File: config.mk
export PLATFORM = sky130hd
export DESIGN_NAME = execCore
export DESIGN_NICKNAME = d
export VERILOG_FILES = /design/src/cpuPkg.sv /design/src/instrDecoder.sv /design/src/registerFile.sv /design/src/aluUnit.sv /design/src/issueControl.sv /design/src/execCore.sv
export SDC_FILE = /design/constraint.sdc
export NUM_CORES = 1
export LEC_CHECK = 0
export BUFFER_PORTS_ARGS = -buffer_cell sky130_fd_sc_hd__buf_2
export CAP_MARGIN = 15
export CORE_ASPECT_RATIO = 1.4
export CORE_MARGIN = 2
export CORE_UTILIZATION = 45
export CTS_BUF_LIST = sky130_fd_sc_hd__clkbuf_8
export DETAILED_ROUTE_END_ITERATION = 10
export SYNTH_ARGS = -nofsm -noshare
export SYNTH_HDL_FRONTEND = slang
export SYNTH_HIERARCHICAL = 1
export SYNTH_SLANG_ARGS = --single-unit
File: constraint.sdc
create_clock -name clk -period 12.03 [get_ports clk]
set_input_delay 3.609 -clock clk [delete_from_list [all_inputs] [get_ports clk]]
set_output_delay 3.609 -clock clk [all_outputs]
set_load 0.02 [all_outputs]
File: src/cpuPkg.sv
/*
  CPU package for the 16-bit execute core
  Holds the core widths, credit counts, opcode encoding and the
  instruction, decoded-instruction and result record types
*/
`default_nettype none

package cpuPkg;

  //////////////////////////////////////////////////////////////////////
  // Widths and credit counts
  //////////////////////////////////////////////////////////////////////
  localparam int dataWidth    = 16;  // Data word width
  localparam int regAddrWidth = 4;   // Register index width
  localparam int numRegs      = 16;  // Register file depth
  localparam int inCredits    = 4;   // Instruction buffer depth = source credits
  localparam int outCredits   = 2;   // Result slots granted by the sink after reset

  //////////////////////////////////////////////////////////////////////
  // Opcodes
  //////////////////////////////////////////////////////////////////////
  // Codes 10 to 14 are undefined and decode to opNop
  typedef enum logic [3:0] {
    opAdd = 4'h0,  // rd = rs + rt
    opSub = 4'h1,  // rd = rs - rt
    opAnd = 4'h2,  // Bitwise and
    opOr  = 4'h3,  // Bitwise or
    opXor = 4'h4,  // Bitwise xor
    opSll = 4'h5,  // Shift left logical by shamt
    opSrl = 4'h6,  // Shift right logical by shamt
    opSra = 4'h7,  // Shift right arithmetic by shamt
    opLlb = 4'h8,  // Load low byte of rd
    opLhb = 4'h9,  // Load high byte of rd
    opNop = 4'hF   // No write
  } opcodeE;

  //////////////////////////////////////////////////////////////////////
  // Instruction and result records
  //////////////////////////////////////////////////////////////////////
  // Raw word as it arrives; the byte immediate spans rs and rt
  typedef struct packed {
    logic [3:0]              opcode;  // Bits 15:12
    logic [regAddrWidth-1:0] rd;      // Bits 11:8
    logic [regAddrWidth-1:0] rs;      // Bits 7:4
    logic [regAddrWidth-1:0] rt;      // Bits 3:0, also shift amount
  } instrWordT;

  // Decoder output, held for one cycle in the execute stage
  typedef struct packed {
    opcodeE                  op;       // Operation to run
    logic [regAddrWidth-1:0] dstReg;   // Destination register
    logic [regAddrWidth-1:0] srcReg1;  // First read port, rd for byte loads
    logic [regAddrWidth-1:0] srcReg2;  // Second read port
    logic [3:0]              shamt;    // Shift amount
    logic [7:0]              imm8;     // Byte immediate
    logic                    writeEn;  // Clear for opNop or rd of 0
  } decodedInstrT;

  // Record sent out on the result channel
  typedef struct packed {
    logic [regAddrWidth-1:0] dstReg;  // Destination register
    logic [dataWidth-1:0]    value;   // ALU result
    logic                    zero;    // Value is zero
    logic                    neg;     // Value sign bit
    logic                    wrote;   // Register file was written
  } resultT;

endpackage

`default_nettype wire

File: src/instrDecoder.sv
/*
  Instruction decoder
  Splits a raw instruction word into its fields, maps the opcode and
  works out the read ports and the write enable. Purely combinational
*/
`default_nettype none

module instrDecoder (
  input  cpuPkg::instrWordT    issueWord,  // Word popped from the buffer
  output cpuPkg::decodedInstrT decoded     // Fields ready for register read
);
  import cpuPkg::*;

  opcodeE op;      // Mapped opcode
  logic   isLoad;  // Byte load, merges into the old rd value

  //////////////////////////////////////////////////////////////////////
  // Opcode mapping
  //////////////////////////////////////////////////////////////////////
  always_comb begin
    unique case (issueWord.opcode)
      4'h0:    op = opAdd;
      4'h1:    op = opSub;
      4'h2:    op = opAnd;
      4'h3:    op = opOr;
      4'h4:    op = opXor;
      4'h5:    op = opSll;
      4'h6:    op = opSrl;
      4'h7:    op = opSra;
      4'h8:    op = opLlb;
      4'h9:    op = opLhb;
      default: op = opNop;  // Undefined codes do nothing
    endcase
  end

  assign isLoad = (op == opLlb) || (op == opLhb);

  //////////////////////////////////////////////////////////////////////
  // Field extraction
  //////////////////////////////////////////////////////////////////////
  always_comb begin
    decoded.op      = op;
    decoded.dstReg  = issueWord.rd;
    // Byte loads read rd so the other byte can be kept
    decoded.srcReg1 = isLoad ? issueWord.rd : issueWord.rs;
    decoded.srcReg2 = issueWord.rt;              // Unused by shifts and loads
    decoded.shamt   = issueWord.rt;              // Low nibble is the shift amount
    decoded.imm8    = {issueWord.rs, issueWord.rt};
    // No write for opNop or for the hardwired zero register
    decoded.writeEn = (op != opNop) && (issueWord.rd != '0);
  end

endmodule

`default_nettype wire

File: src/registerFile.sv
/*
  Register file, 16 x 16 bits
  Two synchronous read ports and one synchronous write port. A write
  on the same edge as a read of that register is passed to the read
  register. Register 0 always reads zero
*/
`default_nettype none

module registerFile (
  input  logic                            clk,
  input  logic                            rst,
  input  logic [cpuPkg::regAddrWidth-1:0] srcReg1,    // Read address, port 1
  input  logic [cpuPkg::regAddrWidth-1:0] srcReg2,    // Read address, port 2
  output logic [cpuPkg::dataWidth-1:0]    readData1,  // Registered read data, port 1
  output logic [cpuPkg::dataWidth-1:0]    readData2,  // Registered read data, port 2
  input  logic                            wrEn,       // Write strobe
  input  logic [cpuPkg::regAddrWidth-1:0] wrAddr,     // Write address
  input  logic [cpuPkg::dataWidth-1:0]    wrData      // Write data
);
  import cpuPkg::*;

  logic [dataWidth-1:0] regs [numRegs];  // Storage array
  logic                 wrLive;          // Write that actually lands
  logic [dataWidth-1:0] rdNext1;         // Read port 1 next value
  logic [dataWidth-1:0] rdNext2;         // Read port 2 next value

  assign wrLive = wrEn && (wrAddr != '0);  // r0 is never written

  //////////////////////////////////////////////////////////////////////
  // Read path with write-first bypass
  //////////////////////////////////////////////////////////////////////
  always_comb begin
    if (srcReg1 == '0) rdNext1 = '0;                              // Hardwired zero
    else if (wrLive && (wrAddr == srcReg1)) rdNext1 = wrData;     // Bypass
    else rdNext1 = regs[srcReg1];
    if (srcReg2 == '0) rdNext2 = '0;
    else if (wrLive && (wrAddr == srcReg2)) rdNext2 = wrData;
    else rdNext2 = regs[srcReg2];
  end

  always_ff @(posedge clk) begin
    if (rst) begin
      readData1 <= '0;
      readData2 <= '0;
    end else begin
      readData1 <= rdNext1;
      readData2 <= rdNext2;
    end
  end

  //////////////////////////////////////////////////////////////////////
  // Write path
  //////////////////////////////////////////////////////////////////////
  // All registers come up zero after reset
  always_ff @(posedge clk) begin
    if (rst) begin
      for (int i = 0; i < numRegs; i++) begin
        regs[i] <= '0;
      end
    end else if (wrLive) begin
      regs[wrAddr] <= wrData;
    end
  end

endmodule

`default_nettype wire

File: src/aluUnit.sv
/*
  ALU, single cycle
  Add, subtract, bitwise logic, shifts by shamt and the two byte loads.
  Builds the result record with zero and negative flags
*/
`default_nettype none

module aluUnit (
  input  logic                         valid,      // Execute stage holds an instruction
  input  cpuPkg::decodedInstrT         instrIn,    // Decoded instruction
  input  logic [cpuPkg::dataWidth-1:0] operandA,   // Read port 1 data
  input  logic [cpuPkg::dataWidth-1:0] operandB,   // Read port 2 data
  output cpuPkg::resultT               resultOut   // Result record
);
  import cpuPkg::*;

  logic [dataWidth-1:0] value;  // Operation result

  //////////////////////////////////////////////////////////////////////
  // Operation select
  //////////////////////////////////////////////////////////////////////
  always_comb begin
    unique case (instrIn.op)
      opAdd: begin
        value = operandA + operandB;   // Wraps at 16 bits
      end
      opSub: begin
        value = operandA - operandB;   // Wraps at 16 bits
      end
      opAnd: begin
        value = operandA & operandB;
      end
      opOr: begin
        value = operandA | operandB;
      end
      opXor: begin
        value = operandA ^ operandB;
      end
      opSll: begin
        value = operandA << instrIn.shamt;
      end
      opSrl: begin
        value = operandA >> instrIn.shamt;  // Zero fill
      end
      opSra: begin
        value = $signed(operandA) >>> instrIn.shamt;  // Sign fill
      end
      opLlb: begin
        value = {operandA[dataWidth-1:8], instrIn.imm8};  // Keep upper byte of rd
      end
      opLhb: begin
        value = {instrIn.imm8, operandA[7:0]};  // Keep lower byte of rd
      end
      default: begin
        value = '0;  // opNop
      end
    endcase
  end

  //////////////////////////////////////////////////////////////////////
  // Result record
  //////////////////////////////////////////////////////////////////////
  always_comb begin
    resultOut.dstReg = instrIn.dstReg;
    resultOut.value  = value;
    resultOut.zero   = (value == '0);
    resultOut.neg    = value[dataWidth-1];        // Sign bit
    // Bubble cycles never write
    resultOut.wrote  = valid && instrIn.writeEn;
  end

endmodule

`default_nettype wire

File: src/issueControl.sv
/*
  Issue control
  Buffers incoming instructions in a small circular queue, returns an
  input credit on every pop and tracks the output credits. Issues the
  head word whenever the queue holds one and a result slot is free
*/
`default_nettype none

module issueControl (
  input  logic              clk,
  input  logic              rst,
  input  logic              instrValid,    // Source pushes a word
  input  cpuPkg::instrWordT instr,         // Pushed word
  output logic              instrCredit,   // One pulse per popped word
  input  logic              resultCredit,  // Sink frees one result slot
  output logic              issueFire,     // Head word issues this cycle
  output cpuPkg::instrWordT issueWord      // Head of the queue
);
  import cpuPkg::*;

  typedef logic [$clog2(inCredits)-1:0]    ptrT;     // Queue index
  typedef logic [$clog2(inCredits+1)-1:0]  fillT;    // Queue occupancy
  typedef logic [$clog2(outCredits+1)-1:0] creditT;  // Output credit count

  instrWordT instrBuf [inCredits];  // Queue storage
  ptrT       wrPtr;                 // Next free slot
  ptrT       rdPtr;                 // Head slot
  fillT      bufCount;              // Words held
  creditT    outCreditCnt;          // Result slots still free
  logic      bufEmpty;

  // Step a pointer around the ring
  function automatic ptrT nextPtr(input ptrT ptr);
    return (ptr == ptrT'(inCredits - 1)) ? '0 : ptr + 1'b1;
  endfunction

  //////////////////////////////////////////////////////////////////////
  // Issue decision
  //////////////////////////////////////////////////////////////////////
  assign bufEmpty  = (bufCount == '0);
  assign issueFire = !bufEmpty && (outCreditCnt != '0);  // Word ready and slot free
  assign issueWord = instrBuf[rdPtr];

  //////////////////////////////////////////////////////////////////////
  // Instruction queue
  //////////////////////////////////////////////////////////////////////
  always_ff @(posedge clk) begin
    if (instrValid) begin
      instrBuf[wrPtr] <= instr;  // Source only pushes while it has a credit
    end
  end

  always_ff @(posedge clk) begin
    if (rst) begin
      wrPtr    <= '0;
      rdPtr    <= '0;
      bufCount <= '0;
    end else begin
      if (instrValid) wrPtr <= nextPtr(wrPtr);
      if (issueFire) rdPtr <= nextPtr(rdPtr);
      unique case ({instrValid, issueFire})
        2'b10:   bufCount <= bufCount + 1'b1;  // Push only
        2'b01:   bufCount <= bufCount - 1'b1;  // Pop only
        default: bufCount <= bufCount;         // Both or neither
      endcase
    end
  end

  //////////////////////////////////////////////////////////////////////
  // Credits
  //////////////////////////////////////////////////////////////////////
  // Output slot is taken at issue, so at most outCredits results in flight
  always_ff @(posedge clk) begin
    if (rst) begin
      outCreditCnt <= creditT'(outCredits);
      instrCredit  <= 1'b0;
    end else begin
      instrCredit <= issueFire;  // Queue slot handed back to the source
      unique case ({resultCredit, issueFire})
        2'b10:   outCreditCnt <= outCreditCnt + 1'b1;  // Slot returned
        2'b01:   outCreditCnt <= outCreditCnt - 1'b1;  // Slot taken
        default: outCreditCnt <= outCreditCnt;         // Cancel out
      endcase
    end
  end

endmodule

`default_nettype wire

File: src/execCore.sv
/*
  Execute core top level
  Queue and issue, decode with register read, one-cycle ALU, then the
  result register. Results leave two cycles after issue
*/
`default_nettype none

module execCore (
  input  logic              clk,
  input  logic              rst,
  input  logic              instrValid,    // Instruction channel strobe
  input  cpuPkg::instrWordT instr,         // Raw instruction word
  output logic              instrCredit,   // Credit back to the source
  output logic              resultValid,   // Result channel strobe
  output cpuPkg::resultT    result,        // Result record
  input  logic              resultCredit   // Credit back from the sink
);
  import cpuPkg::*;

  logic                    issueFire;   // Head word leaves the queue
  instrWordT               issueWord;   // Word being issued
  decodedInstrT            decoded;     // Decoder output, issue cycle
  logic                    execValid;   // Execute stage occupied
  decodedInstrT            execInstr;   // Execute stage payload
  logic [dataWidth-1:0]    readData1;
  logic [dataWidth-1:0]    readData2;
  resultT                  aluResult;   // Next value of the result register
  logic                    wrEn;
  logic [regAddrWidth-1:0] wrAddr;
  logic [dataWidth-1:0]    wrData;

  //////////////////////////////////////////////////////////////////////
  // Issue, decode and register read
  //////////////////////////////////////////////////////////////////////
  issueControl uIssue (
    .clk(clk), .rst(rst),
    .instrValid(instrValid), .instr(instr), .instrCredit(instrCredit),
    .resultCredit(resultCredit), .issueFire(issueFire), .issueWord(issueWord)
  );

  instrDecoder uDecode (.issueWord(issueWord), .decoded(decoded));

  registerFile uRegs (
    .clk(clk), .rst(rst),
    .srcReg1(decoded.srcReg1), .srcReg2(decoded.srcReg2),
    .readData1(readData1), .readData2(readData2),
    .wrEn(wrEn), .wrAddr(wrAddr), .wrData(wrData)
  );

  // Execute stage lines up with the registered read data
  always_ff @(posedge clk) begin
    if (rst) execValid <= 1'b0;
    else execValid <= issueFire;
  end

  always_ff @(posedge clk) begin
    if (issueFire) execInstr <= decoded;
  end

  //////////////////////////////////////////////////////////////////////
  // Execute and result
  //////////////////////////////////////////////////////////////////////
  aluUnit uAlu (
    .valid(execValid), .instrIn(execInstr),
    .operandA(readData1), .operandB(readData2), .resultOut(aluResult)
  );

  // Write lands on the edge that loads the result register, so the
  // next issued word reads it through the bypass
  assign wrEn   = aluResult.wrote;
  assign wrAddr = aluResult.dstReg;
  assign wrData = aluResult.value;

  always_ff @(posedge clk) begin
    if (rst) resultValid <= 1'b0;
    else resultValid <= execValid;  // One pulse per instruction
  end

  always_ff @(posedge clk) begin
    if (execValid) result <= aluResult;
  end

endmodule

`default_nettype wire

# Word-level counts from Yosys, hierarchy flattened

Memory sizes are Yosys's and may differ from the RTL's. A register that Yosys moved wholly into a read port is not among the register bits.
Index checks and enable logic that the tools add are counted.

Add/sub/neg operators: 8
Equal/unequal tests: 18
Shift operators: 3
Multiplexer cells: 18
Bitwise operators: 3
Reductions and logical operators: 19

Operators with widths:

| operator            | count |
|---|---|
| $pmux 16 s10        | 1 |
| $add 16x16->16      | 1 |
| $and 16x16->16      | 1 |
| $eq 4x3->1 const B  | 4 |
| $eq 4x4->1 const B  | 4 |
| $logic_not 16->1    | 1 |
| $mux 16             | 1 |
| $or 16x16->16       | 1 |
| $reduce_or 16->1    | 1 |
| $shl 16x4->16       | 1 |
| $shr 16x4->16       | 1 |
| $sshr 16x4->16      | 1 |
| $sub 16x16->16      | 1 |
| $xor 16x16->16      | 1 |
| $logic_not 4->1     | 3 |
| $eq 2x2->1 const B  | 4 |
| $eq 4x2->1 const B  | 2 |
| $mux 1              | 8 |
| $mux 2              | 4 |
| $mux 4              | 2 |
| $reduce_bool 4->1   | 2 |
| $add 2x1->2 const B | 3 |
| $pmux 3 s2          | 1 |
| $reduce_bool 2->1   | 3 |
| other kinds (12)    | 17 |

Bits in registers: 55
Memory bits (writable): 320
Memory bits (read-only): 64
Logic and storage cells: 88
Memories: 3

Memory list:

| memory          | depth | bits a word | read ports | clocked after Yosys merged registers in | write ports | RTL line           | source |
|---|---|---|---|---|---|---|---|
| uRegs.regs      | 16    | 16          | 2          | 2                                       | 16          | registerFile.sv:22 | `logic [dataWidth-1:0] regs [numRegs];` |
| (no name shown) | 16    | 4           | 1          | 0                                       | 0           | instrDecoder.sv:21 | `unique case (issueWord.opcode)` |
| uIssue.instrBuf | 4     | 16          | 1          | 1                                       | 1           | issueControl.sv:25 | `instrWordT instrBuf [inCredits];` |

# Depth between registers and ports, before layout

Depth in word-level cells: 7
Mapped depth: 19
Mapped depth without buffers: 17

# Modules after synthesis

Netlist, hierarchy kept.

Modules (own cells, without submodules):

| module       | times used | cells each | area each (um2) | sequential area each (um2) |
|---|---|---|---|---|
| registerFile | 1          | 1081       | 14823.0         | 8328.0 |
| aluUnit      | 1          | 572        | 4267.8          | 0.0 |
| issueControl | 1          | 144        | 2899.0          | 2162.1 |
| execCore     | 1          | 56         | 1614.0          | 1601.5 |
| instrDecoder | 1          | 31         | 261.5           | 0.0 |

# Worst setup path after synthesis

No wires, ideal clock.

Path kind: input-to-reg
Start: in rst
End: mem uRegs.regs[13][0] (enable)
Setup time: 0.373 ns
Arrival time: 4.749 ns
Path slack: 6.908 ns
Cell stages on the path: 4
Path through: and2b_1 nand3b_1 nor2_1 or2_1

RTL lines:

| item        | RTL line           | source |
|---|---|---|
| from (decl) | execCore.sv:10     | `input logic rst,` |
| to (decl)   | registerFile.sv:22 |  |

==> results_dict.tcl <==
set metrics [dict create \
    setup_viol 0 \
    start_kind "input pin" \
    path_class "in2reg" \
    wl_per_cell_um 30.2 \
    synth_warnings 6 \
    area_growth_pct 6.96 \
    internal-power_uw 3620 \
    hold_viol 0 \
    grt_setup_unrepaired "false" \
    die_y_um 275 \
    firstDrtPassIters 5 \
    die_x_um 198 \
    dpl.hpwl_mm 54.4 \
    p_sw_uw 3260 \
    finClkSkew_ns 0.0457 \
    place_ws_ns 5.72 \
    relSlewSlack 0.174 \
    syn_area_per_cell_um2 12.6 \
    hold_end "uIssue/bufCount[2]" \
    fin_util 0.486 \
    pwr-share-comb 0.544 \
    max_freq_mhz 175 \
    fin_crit_ns 5.72 \
    setup_slack_ns 6.31 \
    grt_pass1_vias 16100 \
    io_pins 45 \
    ctsHoldBuffers 0 \
    cts_tree "yes" \
    p_leak_uw 0.00924 \
    post_cts_buffers 0 \
    p_sw_frac 0.474 \
    htree_levels 2 \
    worstHoldStart "uIssue/bufCount[2]" \
    final.fill_count 4649 \
    grt_busiest_layer "met2" \
    crit_arrival_ns 6.00 \
    final-seq-area_um2 11900 \
    cts_buffer_depth 3 \
    grt.met1_usage 0.342 \
    cts_sinks 410 \
    drtAntennaViolNets 0 \
    netlist_area_um2 23600 \
    initial_utilization 0.454 \
    clkPwrFrac 0.168 \
    antenna_found_initial 1 \
    syn_inst 1876 \
    worstReg2RegEnd "uRegs/readData2[10]" \
    irDropWorstVdd_mv 0.117 \
    seqPwrFrac 0.288 \
    final.period_utilization 0.475 \
    port-buffer-count 44 \
    grt_usage 0.285 \
    power_density_nw_per_um2 272 \
    cts-root-buf "clkbuf_8" \
    multiInputGateArea_um2 10700 \
    hp-class "reg2reg" \
    grt_use_met3 0.0349 \
    cts_resized 0 \
    fin_setup_tns_ns 0 \
    cts_buffers 61 \
    status "finished clean" \
    grt_max_degree 56 \
    die-area_um2 54400 \
    drc_errors 0 \
    ff2ff_setup_slack_ns 6.37 \
    drtIter0Drc 1740 \
    via_count 16300 \
    via_per_inst 6.37 \
    drv_slew 0 \
    totalWireLength_mm 77.3 \
    crit_fanout 17 \
    grt_pass1_wl_mm 111 \
    cp.required_ns 12.31 \
    reg2reg_depth 14 \
    grtUsageMet2 0.484 \
    min_path_cells 2 \
    core-area_um2 52000 \
    clk_pin_slew_ns 0.07 \
    reg2reg_from "execInstr[26]" \
    num_rows 99 \
    max_cap_violations 0 \
    drive_above_1_share 0.164 \
    worst_slew_pin_slew_ns 1.24 \
    worst_hold_slack_ns 0.515 \
    grt.overflow.total 0 \
    end_kind "register" \
    globalplace.congestion 0.990 \
    finalNetCount 1926 \
    clock_latency_ns 0.65 \
]
critical path: stages:
cell     delay (ns)
buf_2          0.12
and2b_1        0.36
nand3_1        0.46
nor2_1         0.79
or2_1          0.66
worst max path at each step:
| stage | from | end | cells after the start | slack (ns) |
|---|---|---|---|---|
| detailed placement | rst | uRegs/regs[15][11] | 5 | 5.72 |
| global placement | rst | uRegs/regs[15][11] | 5 | 5.79 |
| global route | rst | uRegs/regs[15][4] | 5 | 6.17 |
| CTS | rst | uRegs/regs[6][15] | 5 | 6.41 |
| floorplan | rst | uRegs/regs[13][0] | 4 | 6.91 |
| finish | rst | uRegs/regs[11][11] | 5 | 6.31 |
through the flow:
| step | cells | total power (µW) | area (µm²) |
|---|---|---|---|
| 6_report | 2556 | 6880 | 25300 |
| 5_1_grt | 2555 | 7150 | 25300 |
| 4_1_cts | 2554 | 6850 | 25300 |
| 3_5_place_dp | 2442 | 5690 | 24000 |
| 3_3_place_gp | 2442 | 5680 | 24000 |
| 2_1_floorplan | 1891 | 4380 | 23700 |
layout by cell type, fill, tap and decap left out, drive strengths merged, types with 6 or more instances in the layout:
master,instances
edfxtp,364
and2,251
mux2i,167
mux4,98
buf,79
o22ai,71
inv,71
clkbuf,63
nor2,57
ha,55
dfxtp,46
nand3,46
a31oi,40
o31ai,40
nand2,39
a211oi,39
a21oi,31
nor3,30
xnor2,27
o21ai,24
mux2,21
clkinv,20
or2,19
conb,16
nand4,15
nor2b,12
o211ai,10
or3,8
nand3b,8
a22oi,7
clkinvlp,6
a22o,6
layer usage:
layer,routed length [µm],part of all wire,up-vias
met5,0,0,-
met4,5640,0.073,0
met3,4760,0.062,206
met1,29000,0.38,8210
li1,-,-,7105
met2,37900,0.49,764
power groups by stage:
stage	Clock, µW	Sequential [µW]	Combinational [µW]
5_1_grt	1230	2000	3920
3_3_place_gp	0	2000	3670
4_1_cts	1180	1980	3690
6_report	1160	1980	3740
3_5_place_dp	0	2010	3680
2_1_floorplan	0	1930	2460
area by class of cell:
type | instances | share of cell area
sequential | 410 | 0.469
multi-input combinational | 1244 | 0.422
clock buffer | 63 | 0.0343
tap | 656 | 0.0325
timing repair buffer | 79 | 0.0191
clock inverter | 49 | 0.0147
inverter | 53 | 0.00787
antenna | 2 | 0.000198
sequential cells by signal, summed over array words and instances (netlist names), named ones only:
signal               cells
execValid                1
uRegs/readData1         16
uRegs/regs             256
uIssue/instrBuf         64
uIssue/rdPtr             2
uIssue/outCreditCnt      2
execInstr               21
uRegs/readData2         16
result                  23
uIssue/bufCount          3
uIssue/wrPtr             2
uIssue/instrCredit       1
resultValid              1
Power figures use the tool's default switching activity.
